## config.mk

```make
export PLATFORM = sky130hd
export DESIGN_NAME = host_domain
export DESIGN_NICKNAME = d
export VERILOG_FILES = /design/src/common/host_pkg.sv /design/src/pmu/pmu_counter_bank.sv /design/src/pmu/pmu_regs.sv /design/src/design/cfg_decoder.sv /design/src/design/dma_evt_rx.sv /design/src/design/host_domain.sv
export SDC_FILE = /design/constraint.sdc
export NUM_CORES = 1
export LEC_CHECK = 0
export BUFFER_PORTS_ARGS = -buffer_cell sky130_fd_sc_hd__clkbuf_2
export CORE_ASPECT_RATIO = 1.25
export CORE_MARGIN = 4
export CORE_UTILIZATION = 55
export DETAILED_ROUTE_END_ITERATION = 8
export GPL_TIMING_DRIVEN = 0
export PLACE_DENSITY = 0.77
export RECOVER_POWER = 25
export SYNTH_ARGS = -nofsm -noshare
export SYNTH_HDL_FRONTEND = slang
export SYNTH_SLANG_ARGS = --single-unit
```

## constraint.sdc

```tcl
create_clock -name clk_i -period 3.9 [get_ports clk_i]
set_clock_uncertainty 0.15 [all_clocks]
set_input_delay 1.17 -clock clk_i [delete_from_list [all_inputs] [get_ports clk_i]]
set_output_delay 1.17 -clock clk_i [all_outputs]
set_load 0.02 [all_outputs]
```

## src/common/host_pkg.sv

```systemverilog
// ==================================================
// Host domain configuration package
// Widths, window map and PMU layout shared by
// the decoder, the PMU and the top level
// ==================================================

package host_pkg;

  // Configuration bus
  typedef logic [31:0] cfg_addr_t;
  typedef logic [31:0] cfg_data_t;

  // One PMU counter or threshold
  typedef logic [31:0] pmu_cnt_t;

  // Word offset inside the PMU window
  typedef logic [3:0] pmu_offset_t;

  // Address map, each window is 4 KiB
  localparam cfg_addr_t LlcCfgBase    = 32'h0000_0000;
  localparam cfg_addr_t PmuCfgBase    = 32'h0000_1000;
  localparam cfg_addr_t CfgWindowSize = 32'h0000_1000;

  // Read pattern of the LLC window while no cache is present
  localparam cfg_data_t LlcStubRdata = 32'hDEAD_F000;

  // PMU layout
  // Event bits: 0 read hit, 1 read miss, 2 write hit, 3 write miss
  localparam int unsigned PmuNumCounters = 4;

  // Thresholds start at this word offset
  localparam int unsigned PmuThreshOffset = 4;

endpackage

```

## src/pmu/pmu_counter_bank.sv

```systemverilog
// ==================================================
// PMU counter bank
// One wrapping counter per event bit, loadable
// by software
// ==================================================

`timescale 1ns/1ps

module pmu_counter_bank #(
  parameter int unsigned NumCounters = host_pkg::PmuNumCounters
) (
  input  logic                                clk_i,
  input  logic                                arst_n_i,
  input  logic [NumCounters-1:0]              evt_i,
  input  logic [NumCounters-1:0]              load_i,
  input  host_pkg::pmu_cnt_t                  load_value_i,
  output host_pkg::pmu_cnt_t [NumCounters-1:0] count_o
);

  import host_pkg::*;

  pmu_cnt_t [NumCounters-1:0] cnt_q;

  always_ff @(posedge clk_i or negedge arst_n_i) begin
    if (!arst_n_i) begin
      cnt_q <= '0;
    end else begin
      for (int i = 0; i < NumCounters; i++) begin
        // Software load wins over a same cycle event
        if (load_i[i]) begin
          cnt_q[i] <= load_value_i;
        end else if (evt_i[i]) begin
          cnt_q[i] <= cnt_q[i] + pmu_cnt_t'(1);
        end
      end
    end
  end

  assign count_o = cnt_q;

endmodule

```

## src/pmu/pmu_regs.sv

```systemverilog
// ==================================================
// PMU register block
// Counter and threshold access, read data and
// per counter threshold interrupts
// ==================================================

`timescale 1ns/1ps

module pmu_regs #(
  parameter int unsigned NumCounters = host_pkg::PmuNumCounters
) (
  input  logic                   clk_i,
  input  logic                   arst_n_i,
  input  logic                   req_i,
  input  logic                   write_i,
  input  host_pkg::pmu_offset_t  offset_i,
  input  host_pkg::cfg_data_t    wdata_i,
  output logic                   rsp_o,
  output host_pkg::cfg_data_t    rdata_o,
  input  logic [NumCounters-1:0] evt_i,
  output logic [NumCounters-1:0] irq_o
);

  import host_pkg::*;

  pmu_cnt_t [NumCounters-1:0] count;
  pmu_cnt_t [NumCounters-1:0] thresh_q;
  logic     [NumCounters-1:0] load;
  cfg_data_t                  rdata_d;
  cfg_data_t                  rdata_q;
  logic                       rsp_q;

  pmu_counter_bank #(
    .NumCounters ( NumCounters )
  ) i_pmu_counter_bank (
    .clk_i        ( clk_i    ),
    .arst_n_i     ( arst_n_i ),
    .evt_i        ( evt_i    ),
    .load_i       ( load     ),
    .load_value_i ( wdata_i  ),
    .count_o      ( count    )
  );

  // Decode, read mux and interrupt compare
  always_comb begin
    rdata_d = '0;
    for (int i = 0; i < NumCounters; i++) begin
      load[i]  = req_i & write_i & (offset_i == pmu_offset_t'(i));
      irq_o[i] = (thresh_q[i] != '0) && (count[i] >= thresh_q[i]);
      if (offset_i == pmu_offset_t'(i)) rdata_d = count[i];
      if (offset_i == pmu_offset_t'(PmuThreshOffset + i)) rdata_d = thresh_q[i];
    end
  end

  always_ff @(posedge clk_i or negedge arst_n_i) begin
    if (!arst_n_i) begin
      thresh_q <= '0;
      rsp_q    <= 1'b0;
    end else begin
      rsp_q <= req_i;
      for (int i = 0; i < NumCounters; i++) begin
        if (req_i && write_i && offset_i == pmu_offset_t'(PmuThreshOffset + i)) begin
          thresh_q[i] <= wdata_i;
        end
      end
    end
  end

  // Writes answer with zero data
  always_ff @(posedge clk_i) begin
    if (req_i) rdata_q <= write_i ? '0 : rdata_d;
  end

  assign rsp_o   = rsp_q;
  assign rdata_o = rdata_q;

endmodule

```

## src/design/cfg_decoder.sv

```systemverilog
// ==================================================
// Host configuration decoder
// Routes requests to the LLC stub or the PMU and
// holds one response until the host takes it
// ==================================================

`timescale 1ns/1ps

module cfg_decoder (
  input  logic                  clk_i,
  input  logic                  arst_n_i,
  // Host request
  input  logic                  cfg_req_valid_i,
  output logic                  cfg_req_ready_o,
  input  logic                  cfg_req_write_i,
  input  host_pkg::cfg_addr_t   cfg_req_addr_i,
  input  host_pkg::cfg_data_t   cfg_req_wdata_i,
  // Host response
  output logic                  cfg_rsp_valid_o,
  input  logic                  cfg_rsp_ready_i,
  output host_pkg::cfg_data_t   cfg_rsp_rdata_o,
  output logic                  cfg_rsp_err_o,
  // PMU strobe side
  output logic                  pmu_req_o,
  output logic                  pmu_write_o,
  output host_pkg::pmu_offset_t pmu_offset_o,
  output host_pkg::cfg_data_t   pmu_wdata_o,
  input  logic                  pmu_rsp_i,
  input  host_pkg::cfg_data_t   pmu_rdata_i
);

  import host_pkg::*;

  logic      busy_q;
  logic      rsp_valid_q;
  cfg_data_t rsp_rdata_q;
  logic      rsp_err_q;
  logic      accept;
  logic      hit_llc;
  logic      hit_pmu;

  // One transaction at a time
  assign cfg_req_ready_o = ~busy_q;
  assign accept          = cfg_req_valid_i & ~busy_q;

  // Unsigned distance from the window base
  assign hit_llc = (cfg_req_addr_i - LlcCfgBase) < CfgWindowSize;
  assign hit_pmu = (cfg_req_addr_i - PmuCfgBase) < CfgWindowSize;

  // PMU strobe goes out in the accept cycle
  assign pmu_req_o    = accept & hit_pmu;
  assign pmu_write_o  = cfg_req_write_i;
  assign pmu_offset_o = cfg_req_addr_i[2 +: $bits(pmu_offset_t)];
  assign pmu_wdata_o  = cfg_req_wdata_i;

  always_ff @(posedge clk_i or negedge arst_n_i) begin
    if (!arst_n_i) begin
      busy_q      <= 1'b0;
      rsp_valid_q <= 1'b0;
    end else if (accept) begin
      busy_q      <= 1'b1;
      rsp_valid_q <= ~hit_pmu;
    end else if (pmu_rsp_i) begin
      rsp_valid_q <= 1'b1;
    end else if (rsp_valid_q && cfg_rsp_ready_i) begin
      busy_q      <= 1'b0;
      rsp_valid_q <= 1'b0;
    end
  end

  // Response payload, only written while no response is pending
  always_ff @(posedge clk_i) begin
    if (accept && !hit_pmu) begin
      rsp_err_q   <= ~hit_llc;
      rsp_rdata_q <= (hit_llc && !cfg_req_write_i) ? LlcStubRdata : '0;
    end else if (pmu_rsp_i) begin
      rsp_err_q   <= 1'b0;
      rsp_rdata_q <= pmu_rdata_i;
    end
  end

  assign cfg_rsp_valid_o = rsp_valid_q;
  assign cfg_rsp_rdata_o = rsp_rdata_q;
  assign cfg_rsp_err_o   = rsp_err_q;

endmodule

```

## src/design/dma_evt_rx.sv

```systemverilog
// ==================================================
// Cluster DMA event receiver
// Synchronizes the event level, returns the ack
// and emits one pulse per rising edge
// ==================================================

`timescale 1ns/1ps

module dma_evt_rx (
  input  logic clk_i,
  input  logic arst_n_i,
  input  logic valid_i,
  output logic valid_o,
  output logic ack_o
);

  logic [1:0] sync_q;
  logic       level_q;
  logic       pulse_q;

  always_ff @(posedge clk_i or negedge arst_n_i) begin
    if (!arst_n_i) begin
      sync_q  <= '0;
      level_q <= 1'b0;
      pulse_q <= 1'b0;
    end else begin
      sync_q  <= {sync_q[0], valid_i};
      level_q <= sync_q[1];
      // Registered so the pulse trails the ack by one cycle
      pulse_q <= sync_q[1] & ~level_q;
    end
  end

  assign ack_o   = sync_q[1];
  assign valid_o = pulse_q;

endmodule

```

## src/design/host_domain.sv

```systemverilog
// ==================================================
// Host domain configuration plane
// Config decoder with LLC stub, PMU on the LLC
// events and the cluster DMA event receiver
// ==================================================

`timescale 1ns/1ps

module host_domain #(
  parameter int unsigned NumCounters = host_pkg::PmuNumCounters
) (
  input  logic                   clk_i,
  input  logic                   arst_n_i,
  // Host configuration port
  input  logic                   cfg_req_valid_i,
  output logic                   cfg_req_ready_o,
  input  logic                   cfg_req_write_i,
  input  host_pkg::cfg_addr_t    cfg_req_addr_i,
  input  host_pkg::cfg_data_t    cfg_req_wdata_i,
  output logic                   cfg_rsp_valid_o,
  input  logic                   cfg_rsp_ready_i,
  output host_pkg::cfg_data_t    cfg_rsp_rdata_o,
  output logic                   cfg_rsp_err_o,
  // LLC event strobes and PMU interrupts
  input  logic [NumCounters-1:0] llc_evt_i,
  output logic [NumCounters-1:0] pmu_irq_o,
  // Cluster DMA event
  input  logic                   dma_pe_evt_valid_i,
  output logic                   dma_pe_evt_o,
  output logic                   dma_pe_evt_ack_o
);

  import host_pkg::*;

  logic        pmu_req;
  logic        pmu_write;
  pmu_offset_t pmu_offset;
  cfg_data_t   pmu_wdata;
  logic        pmu_rsp;
  cfg_data_t   pmu_rdata;

  cfg_decoder i_cfg_decoder (
    .clk_i           ( clk_i           ),
    .arst_n_i        ( arst_n_i        ),
    .cfg_req_valid_i ( cfg_req_valid_i ),
    .cfg_req_ready_o ( cfg_req_ready_o ),
    .cfg_req_write_i ( cfg_req_write_i ),
    .cfg_req_addr_i  ( cfg_req_addr_i  ),
    .cfg_req_wdata_i ( cfg_req_wdata_i ),
    .cfg_rsp_valid_o ( cfg_rsp_valid_o ),
    .cfg_rsp_ready_i ( cfg_rsp_ready_i ),
    .cfg_rsp_rdata_o ( cfg_rsp_rdata_o ),
    .cfg_rsp_err_o   ( cfg_rsp_err_o   ),
    .pmu_req_o       ( pmu_req         ),
    .pmu_write_o     ( pmu_write       ),
    .pmu_offset_o    ( pmu_offset      ),
    .pmu_wdata_o     ( pmu_wdata       ),
    .pmu_rsp_i       ( pmu_rsp         ),
    .pmu_rdata_i     ( pmu_rdata       )
  );

  pmu_regs #(
    .NumCounters ( NumCounters )
  ) i_pmu_regs (
    .clk_i    ( clk_i      ),
    .arst_n_i ( arst_n_i   ),
    .req_i    ( pmu_req    ),
    .write_i  ( pmu_write  ),
    .offset_i ( pmu_offset ),
    .wdata_i  ( pmu_wdata  ),
    .rsp_o    ( pmu_rsp    ),
    .rdata_o  ( pmu_rdata  ),
    .evt_i    ( llc_evt_i  ),
    .irq_o    ( pmu_irq_o  )
  );

  dma_evt_rx i_dma_evt_rx (
    .clk_i    ( clk_i              ),
    .arst_n_i ( arst_n_i           ),
    .valid_i  ( dma_pe_evt_valid_i ),
    .valid_o  ( dma_pe_evt_o       ),
    .ack_o    ( dma_pe_evt_ack_o   )
  );

endmodule

```

# Word level (Yosys, flattened, before mapping)
# Cells that the tools add are included.
[word_totals]
latch_bits = 0
reg_bits = 328
in_bits = 74
mem_bits_ro = 0
n_memories = 0
ram_bits = 0
[classes]
n_bitwise = 12
order_cmp = 6
eq_ne = 8
muxes = 26
n_reduce_logical = 27
multipliers = 0
shifts = 0
div = 0
add_sub_neg = 5
[ops]
columns = ["operator", "count"]
rows = [
  ["$mux W32", 19],
  ["$add A32 B1 Y32 const B", 4],
  ["$ge A32 B32 Y1", 4],
  ["$reduce_bool A32 Y1", 4],
  ["$lt A32 B13 Y1 const B", 2],
  ["$sub A32 B13 Y32 const B", 1],
  ["$eq A4 B3 Y1 const B", 4],
  ["$logic_and A1 B1 Y1", 12],
  ["$reduce_bool A2 Y1", 6],
  ["$and A1 B1 Y1", 8],
  ["$eq A4 B2 Y1 const B", 2],
  ["$mux W1", 7],
  ["$eq A4 B1 Y1 const B", 1],
  ["$logic_not A4 Y1", 1],
  ["$not A1 Y1", 4],
  ["$reduce_bool A3 Y1", 1],
  ["$logic_not A1 Y1", 2],
  ["$ne A2 B2 Y1 const B", 1],
  ["$reduce_and A2 Y1", 1],
]

# Longest topological paths before layout
# Gate-level depths: netlist of run 1.
[logic_depth]
ltp_word = 9
ltp_mapped = 9
mapped_depth_nobuf = 8

# Cells and area by module
# From an unflattened synthesis of run 1, not the netlist that was laid out.
[hier_totals]
cells_unflattened = 2128
area_unflattened_um2 = 19825.3
[modules_own_cells]
columns = ["module", "area_each_um2", "cells_per_inst", "n_inst"]
rows = [
  ["pmu_regs", 10854.2, 1193, 1],
  ["pmu_counter_bank", 7073.0, 789, 1],
  ["cfg_decoder", 1784.2, 141, 1],
  ["dma_evt_rx", 113.9, 5, 1],
]

# Worst setup path before layout of run 1
# OpenSTA, ideal clock, no wires.
[synth_path]
kind = "input -> register"
start = "in cfg_req_addr_i[14]"
end = "reg i_pmu_regs.rdata_q[0] (netlist: i_pmu_regs.rdata_o[0]) (enable)"
arrival_time_ns = 4.430
slack_ns = -1.145
stages = 4
setup_time_ns = 0.465
cell_sequence = "nor4_1 nand3b_1 or3_1 nor3_1"
[synth_between]
elab_chain_len = 3
[synth_rtl]
columns = ["element", "line", "rtl"]
rows = [
  ["start, declared", "host_domain.sv:18", "input host_pkg::cfg_addr_t cfg_req_addr_i,"],
  ["$sub A32 B13 Y32", "cfg_decoder.sv:48", "assign hit_pmu = (cfg_req_addr_i - PmuCfgBase) < CfgWindowSize;"],
  ["$lt A32 B13 Y1", "cfg_decoder.sv:48", ""],
  ["$and A1 B1 Y1", "cfg_decoder.sv:51", "assign pmu_req_o = accept & hit_pmu;"],
  ["net i_cfg_decoder.pmu_req_o", "cfg_decoder.sv:24", "output logic pmu_req_o,"],
  ["end signal, assigned", "pmu_regs.sv:71", "if (req_i) rdata_q <= write_i ? '0 : rdata_d;"],
  ["end, declared", "pmu_regs.sv:30", "cfg_data_t rdata_q;"],
]
# The timed path passes the listed nets, and every way through them passes these cells.
# A chain may end at the register's enable or synchronous reset.

# Worst setup path after layout of run 1
[layout_path]
start = "reg i_pmu_regs.i_pmu_counter_bank.cnt_q (netlist bit i_pmu_regs.i_pmu_counter_bank.count_o[117])"
end = "out pmu_irq_o[3]"
[layout_between]
elab_chain_len = 2
[layout_rtl]
columns = ["element", "line", "rtl"]
rows = [
  ["start, declared", "pmu_counter_bank.sv:22", "pmu_cnt_t [NumCounters-1:0] cnt_q;"],
  ["start signal, assigned by index", "pmu_counter_bank.sv:31", "cnt_q[i] <= load_value_i;"],
  ["start signal, assigned by index", "pmu_counter_bank.sv:33", "cnt_q[i] <= cnt_q[i] + pmu_cnt_t'(1);"],
  ["$ge A32 B32 Y1", "pmu_regs.sv:49", "irq_o[i] = (thresh_q[i] != '0) && (count[i] >= thresh_q[i]);"],
  ["$logic_and A1 B1 Y1", "pmu_regs.sv:49", ""],
  ["end, declared", "host_domain.sv:26", "output logic [NumCounters-1:0] pmu_irq_o,"],
]
# Every way passes these cells.

==> results.sh, run 1 <==
export IMPL_outcome="finished, violations left"
export IMPL_violated_checks="capacitance limit, slew limit, setup timing"
export IMPL_ys_flop_type="dfrtp_1"
export IMPL_hold_class="reg2reg"
export IMPL_netlist_cell_type_count=49
export IMPL_initialDrtViolationCount=1659
export IMPL_path_max_fanout=4
export IMPL_max_stage_delay_ns=0.44
export IMPL_slew_headroom_pct=-16.8
export IMPL_crit_chain="ha_1, nand4_1, nor4_4, nand2_1, a31oi_4, o21ai_1, a31oi_1, buf_4"
export IMPL_clkSinkCount=328
export IMPL_endpoint_required_time_on_the_critical_path_ns=2.58
export IMPL_rr_endpoint="i_pmu_regs.i_pmu_counter_bank.count_o[20]$_DFFE_PN0P_"
export IMPL_timing_worst_slew_pin_value_ns=1.75
export IMPL_final_max_slew_violation_count=71
export IMPL_crit_reg2reg_launch="i_pmu_regs.i_pmu_counter_bank.count_o[0]$_DFFE_PN0P_"
export IMPL_ys_ff_latch=328
export IMPL_edff_count_synth=65
export IMPL_start_util_pct=56.1
export IMPL_vias_per_cell=6.47
export IMPL_timing_final_hold_violations=0
export IMPL_timing_critical_path_to_type="output port"
export IMPL_post_route_drc_count=0
export IMPL_drtAntennaViolNets=0
export IMPL_antenna_found_initial=1
export IMPL_gp_congestion=0.994
export IMPL_synth_area_per_cell_um2=10.0
export IMPL_dr_total_vias=16400
export IMPL_cp_start_kind="register"
export IMPL_drive_above_1_share_pct=14.7
export IMPL_core_area_mm2=0.0338
export IMPL_rows=75
export IMPL_pre_cts_slack_ns=-0.508
export IMPL_clk_latency_ns=0.53
export IMPL_netlist_area_mm2=0.0190
export IMPL_cap_viol_max_count=1
export IMPL_period_minus_slack_ns=4.19
export IMPL_pin_count=115
export IMPL_hold_crit_depth=0
export IMPL_antenna_diode_count=0
export IMPL_wirelength_per_cell_um=24.1
export IMPL_clk_path_buf_depth=3
export IMPL_worst_r2r_cell_count=7
export IMPL_synth_area_leaders="dfrtp_1, edfxtp_1, ha_1"
export IMPL_synthDominantAreaCellType="dfrtp_1"
export IMPL_post_synth_inst_count=1886
export IMPL_totalWireLength_mm=60.9
export IMPL_worst_path_max_delay_cell="dfrtp_2"
export IMPL_final_util_pct=65.2
export IMPL_fmaxAchievable_ghz=0.239
export IMPL_io_buffer_count=102
export IMPL_grt_setup_unrepaired="yes"
export IMPL_grt_usage_pct=31.4
export IMPL_criticalPathCategory="reg2out"
export IMPL_cts_made_buffers=35
export IMPL_finish_net_count=2289
export IMPL_setup_worst_path_start="i_pmu_regs.i_pmu_counter_bank.count_o[117]$_DFFE_PN0P_"
export IMPL_grt_start_max_net_pins=113
export IMPL_setup_violations=2
export IMPL_die_w_um=174
export IMPL_htreeDepth=2
export IMPL_cts_hold_buf=0
export IMPL_dp_hpwl_mm=45.2
export IMPL_synth_top_area_share_pct=34.7
export IMPL_r2r_slack_ns=1.23
export IMPL_clock_tree_root_cell="clkbuf_16"
export IMPL_power_density_cell_area_mw_per_mm2=407
export IMPL_drt_pass1_iter_count=9
export IMPL_critical_path_n_buffers_inverters=1
export IMPL_synth_seq_area_share_pct=45.0
export IMPL_die_h_um=216
export IMPL_ir_worst_vdd_mv=0.399
export IMPL_timing_final_crit_share_pct=107
export IMPL_yosys_warnings=0
export IMPL_area_growth_syn_to_layout_pct=16.3
export IMPL_synthArstFlopShare_pct=80.2
export IMPL_arrival_time_at_the_worst_endpoint_ns=2.87
export IMPL_first_global_vias=16300
export IMPL_tritoncts="built"
export IMPL_grt_first_pass_wirelength_mm=91.9
export IMPL_hold_ws_ns=0.210
export IMPL_clk_pin_slew_worst_paths_ns=0.06
export IMPL_overflow=0
export IMPL_critical_path_top_delay_family="simple AND/OR/NAND/NOR gates"
export IMPL_timing_hold_worst_start="i_dma_evt_rx.sync_q[0]$_DFF_PN0_"
export IMPL_leakagePower_uw=0.00968
export IMPL_dieArea_mm2=0.0375
export IMPL_synth_net_count=2092
export IMPL_worst_hold_path_endpoint="i_dma_evt_rx.sync_q[1]$_DFF_PN0_"
export IMPL_timing_final_ws_setup_ns=-0.287
[synthesized netlist by cell type (2+ instances only)]
library cell and count:
mux2_1 120, dfrtp_1 263, or3_1 12, o21bai_1 2
edfxtp_1 65, o32ai_1 3, nor3_1 27, nand2b_1 12
a41oi_1 32, nor4_1 49, o211ai_1 5, buf_2 12
inv_1 144, nand3_1 60, a211oi_1 15, nor2_1 179
nor2b_1 3, a22oi_1 128, or4_1 3, o21a_1 4
or2_2 2, and3_1 20, buf_1 3, nand4b_1 4
o21ai_0 29, a21oi_1 159, mux2_2 10, mux2i_1 4
and4_1 7, nand4_1 63, ha_1 132, clkbuf_1 66
xor2_1 76, a2111oi_0 4, a211o_1 2, o2111ai_1 3
a21o_1 19, and2_1 20, a31oi_1 3, nand2_1 66
xnor2_1 48
[registers in the layout (all words and copies together) (netlist names)]
register                               flops
i_pmu_regs.i_pmu_counter_bank.count_o    128
i_dma_evt_rx.level_q                       1
i_dma_evt_rx.valid_o                       1
i_dma_evt_rx.sync_q                        2
i_pmu_regs.thresh_q                      128
i_cfg_decoder.cfg_rsp_valid_o              1
i_pmu_regs.rdata_o                        32
i_cfg_decoder.cfg_rsp_rdata_o             32
i_cfg_decoder.cfg_rsp_err_o                1
i_cfg_decoder.busy_q                       1
i_pmu_regs.rsp_o                           1
[metrics by stage]
step | setup TNS [ns] | cell area (um2) | instances | power, uW
6_report | -0.317 | 22000 | 2532 | 8980
5_1_grt | -10.69 | 22000 | 2532 | 9340
4_1_cts | -0.178 | 21800 | 2512 | 8950
3_5_place_dp | -111.16 | 20100 | 2414 | 5380
3_3_place_gp | -1103.00 | 20000 | 2411 | 5310
2_1_floorplan | 0 | 19000 | 1886 | 4820
[worst max-delay path by stage]
stage | endpoint | slack (ns) | cells after the start
finish | pmu_irq_o[3] | -0.29 | 8
global route | pmu_irq_o[3] | -0.33 | 8
CTS | pmu_irq_o[3] | -0.15 | 8
detailed placement | i_pmu_regs.i_pmu_counter_bank.count_o[26]$_DFFE_PN0P_ | -0.51 | 8
global placement | i_dma_evt_rx.level_q$_DFF_PN0_ | -3.89 | 1
floorplan | i_cfg_decoder.cfg_rsp_err_o$_SDFFCE_PN0P_ | 0.22 | 5
[cell families after synthesis]
| group | after synthesis | synth area share [%] |
|---|---|---|
| fa+ha+maj | 132 | 8.71 |
| compound gates | 413 | 14.1 |
| simple gates | 530 | 13.9 |
| mux | 134 | 7.94 |
| xor+xnor | 124 | 5.73 |
| buf+inv | 225 | 4.54 |
| flops | 328 | 45.0 |
[where the power goes]
part | internal, uW | leakage, uW | total, uW | switching (uW)
Sequential | 3750 | 0.00423 | 4010 | 265
Clock | 2040 | 0.000571 | 3440 | 1400
Combinational | 604 | 0.00488 | 1530 | 923
Total | 6400 | 0.00968 | 8980 | 2580
[cell type report]
cell class	count	area, um2
plain buffers	81	319
clock buffers	49	1030
clock inverters	14	145
fillers	2717	11700
inverters	144	541
multi-input cells	1333	9930
flip-flops and latches	328	8570
well taps	423	529
repair buffers	160	975
[metal layers]
metal / track usage (%) / routed length, um / up-vias
met1: 37.3 / 22300 / 7961
met4: 20.5 / 5010 / 2
met2: 53.3 / 29600 / 844
met3: 4.38 / 3970 / 272
li1: - / - / 7309
met5: 0 / 20 / -
[cell usage in the layout, fill, tap and decap left out, types with 8 or more instances in the layout]
cell       instances
nor2_1           178
xnor2_1           48
dfrtp_1          233
nand3_1           60
or3_1             11
nand2_1           66
a211oi_2           8
nor4_1            44
a21oi_1          157
dfrtp_2           30
and3_1            20
edfxtp_1          65
nand2b_1           8
nand4_1           63
ha_4               9
buf_4             60
a41oi_1           32
clkbuf_1          73
clkbuf_2          97
o21ai_0           23
mux2_1           120
ha_1             123
mux2_2            10
buf_2             12
inv_1            142
a22oi_1          128
and2_1            20
a21o_1            19
xor2_1            76
clkbuf_16         37
nor3_1            24
[what timing repair did]
| item | 4_1_cts | 5_1_grt |
|---|---|---|
| endpoints found under the setup margin | 4 | 60 |
| pin swaps | 19 | 20 |
| endpoints found under the hold margin | 0 | 0 |
| resized for setup | 55 | 37 |
| setup buffers | 35 | 19 |
(Power assumes the default switching activity.)
==> inputs of run 2 (changes only) <==
==> constraint.sdc (replaced) <==
create_clock -name clk_i -period 4.01 [get_ports clk_i]
set_clock_uncertainty 0.15 [all_clocks]
set_input_delay 1.203 -clock clk_i [delete_from_list [all_inputs] [get_ports clk_i]]
set_output_delay 1.203 -clock clk_i [all_outputs]
set_load 0.02 [all_outputs]
==> run 2 against run 1 <==
The run still ends with capacitance limit, slew limit, setup timing left. Register-to-register slack better by 0.09 ns. Cell area is 0.72% lower. Sequential power is 2% lower. Core utilization is 0.47 points lower. Hold slack hardly changed. Clock power is 3% lower. Critical path type unchanged. Largest cell class unchanged.
==> results.sh, run 2 (synthesis results as in run 1) <==
export IMPL_outcome="finished, violations left"
export IMPL_violated_checks="capacitance limit, slew limit, setup timing"
export IMPL_arrival_time_at_the_worst_endpoint_ns=2.84
export IMPL_core_area_mm2=0.0338
export IMPL_cts_hold_buf=0
export IMPL_wirelength_per_cell_um=24.0
export IMPL_layout_filler_cells=2746
export IMPL_gp_congestion=0.994
export IMPL_placed_area_mm2=0.0201
export IMPL_criticalPathCategory="reg2out"
export IMPL_dr_total_vias=16300
export IMPL_antenna_diode_count=0
export IMPL_die_w_um=174
export IMPL_initialDrtViolationCount=1661
export IMPL_overall_power_uw=8680
export IMPL_setup_violations=1
export IMPL_power_frac_clock_pct=38.5
export IMPL_timing_worst_slew_pin_value_ns=1.75
export IMPL_cts_made_buffers=35
export IMPL_seq_power_share_pct=45.0
export IMPL_cap_viol_max_count=1
export IMPL_hold_crit_depth=0
export IMPL_combPwrFrac_pct=16.5
export IMPL_timing_hold_worst_start="i_dma_evt_rx.sync_q[0]$_DFF_PN0_"
export IMPL_dieArea_mm2=0.0375
export IMPL_htreeDepth=2
export IMPL_p_int_uw=6190
export IMPL_netSwitchingPower_uw=2490
export IMPL_clkSinkCount=328
export IMPL_regArea_mm2=0.00856
export IMPL_crit_reg2reg_launch="i_pmu_regs.i_pmu_counter_bank.count_o[1]$_DFFE_PN0P_"
export IMPL_drive_above_1_share_pct=13.5
export IMPL_final_design_area_no_fill_mm2=0.0219
export IMPL_pin_count=115
export IMPL_grt_usage_pct=31.2
export IMPL_worst_r2r_cell_count=6
export IMPL_dp_hpwl_mm=45.2
export IMPL_antenna_found_initial=0
export IMPL_power_density_cell_area_mw_per_mm2=397
export IMPL_layout_commonest_cell="dfrtp_1"
export IMPL_overflow=0
export IMPL_timing_critical_path_to_type="output port"
export IMPL_final_max_slew_violation_count=71
export IMPL_totalWireLength_mm=60.4
export IMPL_worst_path_max_delay_cell="dfrtp_2"
export IMPL_rr_endpoint="i_pmu_regs.i_pmu_counter_bank.count_o[20]$_DFFE_PN0P_"
export IMPL_clk_path_buf_depth=3
export IMPL_first_global_vias=16200
export IMPL_io_buffer_count=102
export IMPL_grt_setup_unrepaired="yes"
export IMPL_multi_input_comb_area_mm2=0.00990
export IMPL_ir_worst_vdd_mv=0.384
export IMPL_clk_latency_ns=0.53
export IMPL_timing_final_hold_violations=0
export IMPL_sw_frac_of_total_pct=28.7
export IMPL_max_stage_delay_ns=0.44
export IMPL_start_util_pct=56.1
export IMPL_grt_start_max_net_pins=113
export IMPL_vias_per_cell=6.47
export IMPL_slew_headroom_pct=-16.4
export IMPL_worst_hold_path_endpoint="i_dma_evt_rx.sync_q[1]$_DFF_PN0_"
export IMPL_path_max_fanout=4
export IMPL_cp_start_kind="register"
export IMPL_drt_pass1_iter_count=7
export IMPL_mostFrequentLayoutCells="dfrtp_1, nor2_1, a21oi_1, inv_1, a22oi_1"
export IMPL_period_minus_slack_ns=4.19
export IMPL_fmaxAchievable_ghz=0.239
export IMPL_area_growth_syn_to_layout_pct=15.5
export IMPL_finish_net_count=2272
export IMPL_pre_cts_slack_ns=-0.431
export IMPL_rows=75
export IMPL_tritoncts="built"
export IMPL_hold_class="reg2reg"
export IMPL_die_h_um=216
export IMPL_timing_setup_tns_ns=-0.181
export IMPL_crit_chain="ha_1, nand4_1, nor4_4, nand2_1, a31oi_4, o21ai_1, a31oi_1, buf_4"
export IMPL_grt_first_pass_wirelength_mm=91.3
export IMPL_timing_final_crit_share_pct=105
export IMPL_clock_tree_root_cell="clkbuf_16"
export IMPL_post_route_drc_count=0
export IMPL_clk_pin_slew_worst_paths_ns=0.06
export IMPL_timing_final_ws_setup_ns=-0.181
export IMPL_leakagePower_uw=0.00959
export IMPL_drtAntennaViolNets=0
export IMPL_endpoint_required_time_on_the_critical_path_ns=2.66
export IMPL_r2r_slack_ns=1.32
==> run 2: changes by cell type in the layout (fill, tap and decap cells not counted), moves of 2 or more <==
| cell | before | now |
|---|---|---|
| buf_4 | 60 | 41 |
| dfrtp_1 | 233 | 238 |
| dfrtp_2 | 30 | 25 |
| a211oi_1 | 7 | 11 |
| a211oi_2 | 8 | 4 |
| ha_1 | 123 | 121 |
| ha_4 | 9 | 11 |
| nand2b_1 | 8 | 10 |
| nand2b_4 | 3 | 1 |
==> run 2: worst max-delay path by stage <==
stage,startpoint,end,slack (ns),depth (start not counted)
5_1_grt,i_pmu_regs.i_pmu_counter_bank.count_o[117]$_DFFE_PN0P_,pmu_irq_o[3],-0.27,8
3_3_place_gp,arst_n_i,i_dma_evt_rx.level_q$_DFF_PN0_,-3.82,1
4_1_cts,i_pmu_regs.i_pmu_counter_bank.count_o[110]$_DFFE_PN0P_,pmu_irq_o[3],-0.08,8
6_report,i_pmu_regs.i_pmu_counter_bank.count_o[117]$_DFFE_PN0P_,pmu_irq_o[3],-0.18,8
3_5_place_dp,cfg_req_addr_i[30],i_pmu_regs.i_pmu_counter_bank.count_o[26]$_DFFE_PN0P_,-0.43,8
2_1_floorplan,cfg_req_addr_i[14],i_cfg_decoder.cfg_rsp_err_o$_SDFFCE_PN0P_,0.30,5
==> run 2: through the flow <==
step           hold slack, ns  utilization, %  instances
2_1_floorplan           0.181               -       1886
3_3_place_gp            0.189            59.2       2411
3_5_place_dp            0.190            59.5       2414
4_1_cts                 0.210            63.8       2492
5_1_grt                 0.226            64.8       2515
6_report                0.210            64.8       2515
==> run 2: power groups by stage <==
stage | Clock [uW] | Combinational, uW | Sequential [uW]
3_5_place_dp | 0 | 1240 | 3990
4_1_cts | 3390 | 1370 | 3910
5_1_grt | 3530 | 1580 | 3940
2_1_floorplan | 0 | 698 | 3990
6_report | 3340 | 1430 | 3910
3_3_place_gp | 0 | 1180 | 3980
==> run 2: cell type report <==
class                      instances  share of cell area [%]
clock buffer                      49                    4.71
clock inverter                    14                   0.663
sequential                       328                    39.1
multi-input combinational       1333                    45.3
tap                              423                    2.42
buffer                            81                    1.46
inverter                         144                    2.47
timing repair buffer             143                    3.88
==> run 2: layer usage <==
metal  part of all wire, %  vias up  wire (um)  GRT usage (%)
met5                     0        -          0              0
met4                   8.1        0       4880           19.3
li1                      -     7278          -              -
met3                   6.8      266       4080           4.29
met2                    49      747      29500           53.5
met1                    36     7975      22000           37.1
==> run 2: what timing repair did <==
item	CTS	global route
setup endpoints to repair	4	34
pin swaps	15	21
setup buffers	15	22
resized for setup	38	40
==> run 2: critical path: cells and delay by family (launching register included) <==
kind	cells	cell delay [ns]
AND/OR/NAND/NOR	3	0.73
AO/OA/AOI/OAI	3	0.61
flip-flops	1	0.44
adder cells (fa/ha/maj)	1	0.33
buffers and inverters	1	0.19
==> inputs of run 3 (changes only) <==
--- a/config.mk
+++ b/config.mk
@@ -9,6 +9,7 @@
 export CORE_ASPECT_RATIO = 1.25
 export CORE_MARGIN = 4
 export CORE_UTILIZATION = 55
+export CTS_BUF_LIST = sky130_fd_sc_hd__clkbuf_4 sky130_fd_sc_hd__clkbuf_8
 export DETAILED_ROUTE_END_ITERATION = 8
 export GPL_TIMING_DRIVEN = 0
 export PLACE_DENSITY = 0.77
==> run 3 against run 2 <==
Core utilization rose by 0.97 points. Via count grew 1.9%. Sequential share of layout area shrank 0.54 points. Die area unchanged. The run still ends with capacitance limit, slew limit, setup timing left. Cell count is 2.5% higher. Sequential power hardly changed.
==> results.sh, run 3 (synthesis results as in run 1) <==
export IMPL_drt_pass1_iter_count=6
export IMPL_first_global_vias=16500
export IMPL_grt_start_max_net_pins=113
export IMPL_hold_crit_depth=0
export IMPL_worst_path_max_delay_cell="dfrtp_2"
export IMPL_timing_final_hold_violations=0
export IMPL_setup_violations=2
export IMPL_r2r_slack_ns=1.22
export IMPL_arrival_time_at_the_worst_endpoint_ns=2.86
export IMPL_met1Wirelength_mm=22.5
export IMPL_dp_cells=2414
export IMPL_violated_checks="capacitance limit, slew limit, setup timing"
export IMPL_antenna_diode_count=0
export IMPL_timing_critical_path_to_type="output port"
export IMPL_antenna_found_initial=1
export IMPL_drtAntennaViolNets=0
export IMPL_max_stage_delay_ns=0.44
export IMPL_endpoint_required_time_on_the_critical_path_ns=2.66
export IMPL_dp_hpwl_mm=45.2
export IMPL_clk_latency_ns=0.63
export IMPL_cts_made_buffers=54
export IMPL_area_growth_syn_to_layout_pct=17.2
export IMPL_final_util_pct=65.7
export IMPL_period_minus_slack_ns=4.21
export IMPL_pin_count=115
export IMPL_cap_viol_max_count=1
export IMPL_final_max_slew_violation_count=70
export IMPL_path_max_fanout=2
export IMPL_totalWireLength_mm=61.3
export IMPL_clk_pin_slew_worst_paths_ns=0.06
export IMPL_finish_net_count=2316
export IMPL_wirelength_per_cell_um=23.8
export IMPL_clk_path_buf_depth=3
export IMPL_core_area_mm2=0.0338
export IMPL_start_util_pct=56.1
export IMPL_dr_total_vias=16600
export IMPL_power_density_cell_area_mw_per_mm2=388
export IMPL_drive_above_1_share_pct=17.5
export IMPL_hold_ws_ns=0.210
export IMPL_count_of_non_filler_cells_in_the_finished_layout=2578
export IMPL_leakagePower_uw=0.00982
export IMPL_grt_usage_pct=31.4
export IMPL_timing_final_ws_setup_ns=-0.201
export IMPL_worst_r2r_cell_count=7
export IMPL_clock_tree_root_cell="clkbuf_8"
export IMPL_tritoncts="built"
export IMPL_post_route_drc_count=0
export IMPL_initialDrtViolationCount=1588
export IMPL_ir_worst_vdd_mv=0.371
export IMPL_dieArea_mm2=0.0375
export IMPL_grt_first_pass_wirelength_mm=91.9
export IMPL_timing_final_crit_share_pct=105
export IMPL_grt_setup_unrepaired="yes"
export IMPL_cp_start_kind="register"
export IMPL_rows=75
export IMPL_timing_worst_slew_pin_value_ns=1.80
export IMPL_crit_chain="ha_4, nand4_1, nor4_4, nand2_1, a31oi_4, o21ai_2, a31oi_2, buf_4"
export IMPL_vias_per_cell=6.43
export IMPL_criticalPathCategory="reg2out"
export IMPL_io_buffer_count=102
export IMPL_layout_commonest_cell="dfrtp_1"
export IMPL_hold_class="reg2reg"
export IMPL_gp_congestion=0.994
export IMPL_die_w_um=174
export IMPL_clkSinkCount=328
export IMPL_die_h_um=216
export IMPL_wl_met2_mm=30.0
export IMPL_dr_wl_met3_mm=3.82
export IMPL_slew_headroom_pct=-20.0
export IMPL_dr_max_layer_used="met5"
export IMPL_fmaxAchievable_ghz=0.237
export IMPL_mostFrequentLayoutCells="dfrtp_1, nor2_1, a21oi_1, inv_1, a22oi_1"
export IMPL_overflow=0
export IMPL_htreeDepth=2
export IMPL_outcome="finished, violations left"
==> run 3: final timing paths <==
path                                                                   startpoint                                                endpoint
setup / recovery           i_pmu_regs.i_pmu_counter_bank.count_o[110]$_DFFE_PN0P_                                            pmu_irq_o[3]
hold / removal                                   i_dma_evt_rx.sync_q[0]$_DFF_PN0_                        i_dma_evt_rx.sync_q[1]$_DFF_PN0_
setup reg to reg             i_pmu_regs.i_pmu_counter_bank.count_o[0]$_DFFE_PN0P_   i_pmu_regs.i_pmu_counter_bank.count_o[20]$_DFFE_PN0P_
hold reg to reg                                  i_dma_evt_rx.sync_q[0]$_DFF_PN0_                        i_dma_evt_rx.sync_q[1]$_DFF_PN0_
max in group asynchronous                                                arst_n_i   i_pmu_regs.i_pmu_counter_bank.count_o[25]$_DFFE_PN0P_
min in group asynchronous                                                arst_n_i  i_pmu_regs.i_pmu_counter_bank.count_o[103]$_DFFE_PN0P_
==> run 3: what timing repair did <==
item / CTS / global route
gates cloned: 0 / 0
gates resized for setup: 58 / 46
endpoints found under the setup margin: 4 / 5
hold buffers: 0 / 0
pin swaps: 27 / 20
buffers inserted: 39 / 23
==> run 3: cell type report <==
type / count / area (um2)
inverter: 144 / 541
multi-input combinational: 1333 / 10000
clock inverter: 6 / 27.5
clock buffer: 95 / 1160
buffer: 81 / 319
fill: 2695 / 11600
sequential: 328 / 8570
timing repair buffer: 168 / 1060
tap: 423 / 529
==> run 3: layer usage <==
metal | track usage [%] | up-vias
met4 | 20.4 | 2
met1 | 37.5 | 8108
li1 | - | 7366
met2 | 53.3 | 810
met5 | 0 | -
met3 | 4.46 | 287
==> run 3: power breakdown <==
part / switching [uW] / internal (uW)
Sequential: 263 / 3650
Combinational: 907 / 609
Clock: 1390 / 1810
Total: 2560 / 6070
==> run 3: critical path, delay by kind of cell (launching register included) <==
kind	cells	cell delay, ns
AOI/OAI and AO/OA	3	0.57
adders and majority gates	1	0.28
buffers and inverters	1	0.18
DFF	1	0.44
and+or+nand+nor	3	0.76
==> run 3: metrics by stage <==
step           total power, uW  instance area, um2  setup slack, ns  TNS [ns]
2_1_floorplan             4690               19000            0.302         0
3_3_place_gp              5160               20000            -3.82  -1056.37
3_5_place_dp              5230               20100           -0.431    -86.62
4_1_cts                   8540               21800           -0.199    -0.245
5_1_grt                   8980               22200           -0.263    -0.431
6_report                  8620               22200           -0.201    -0.280
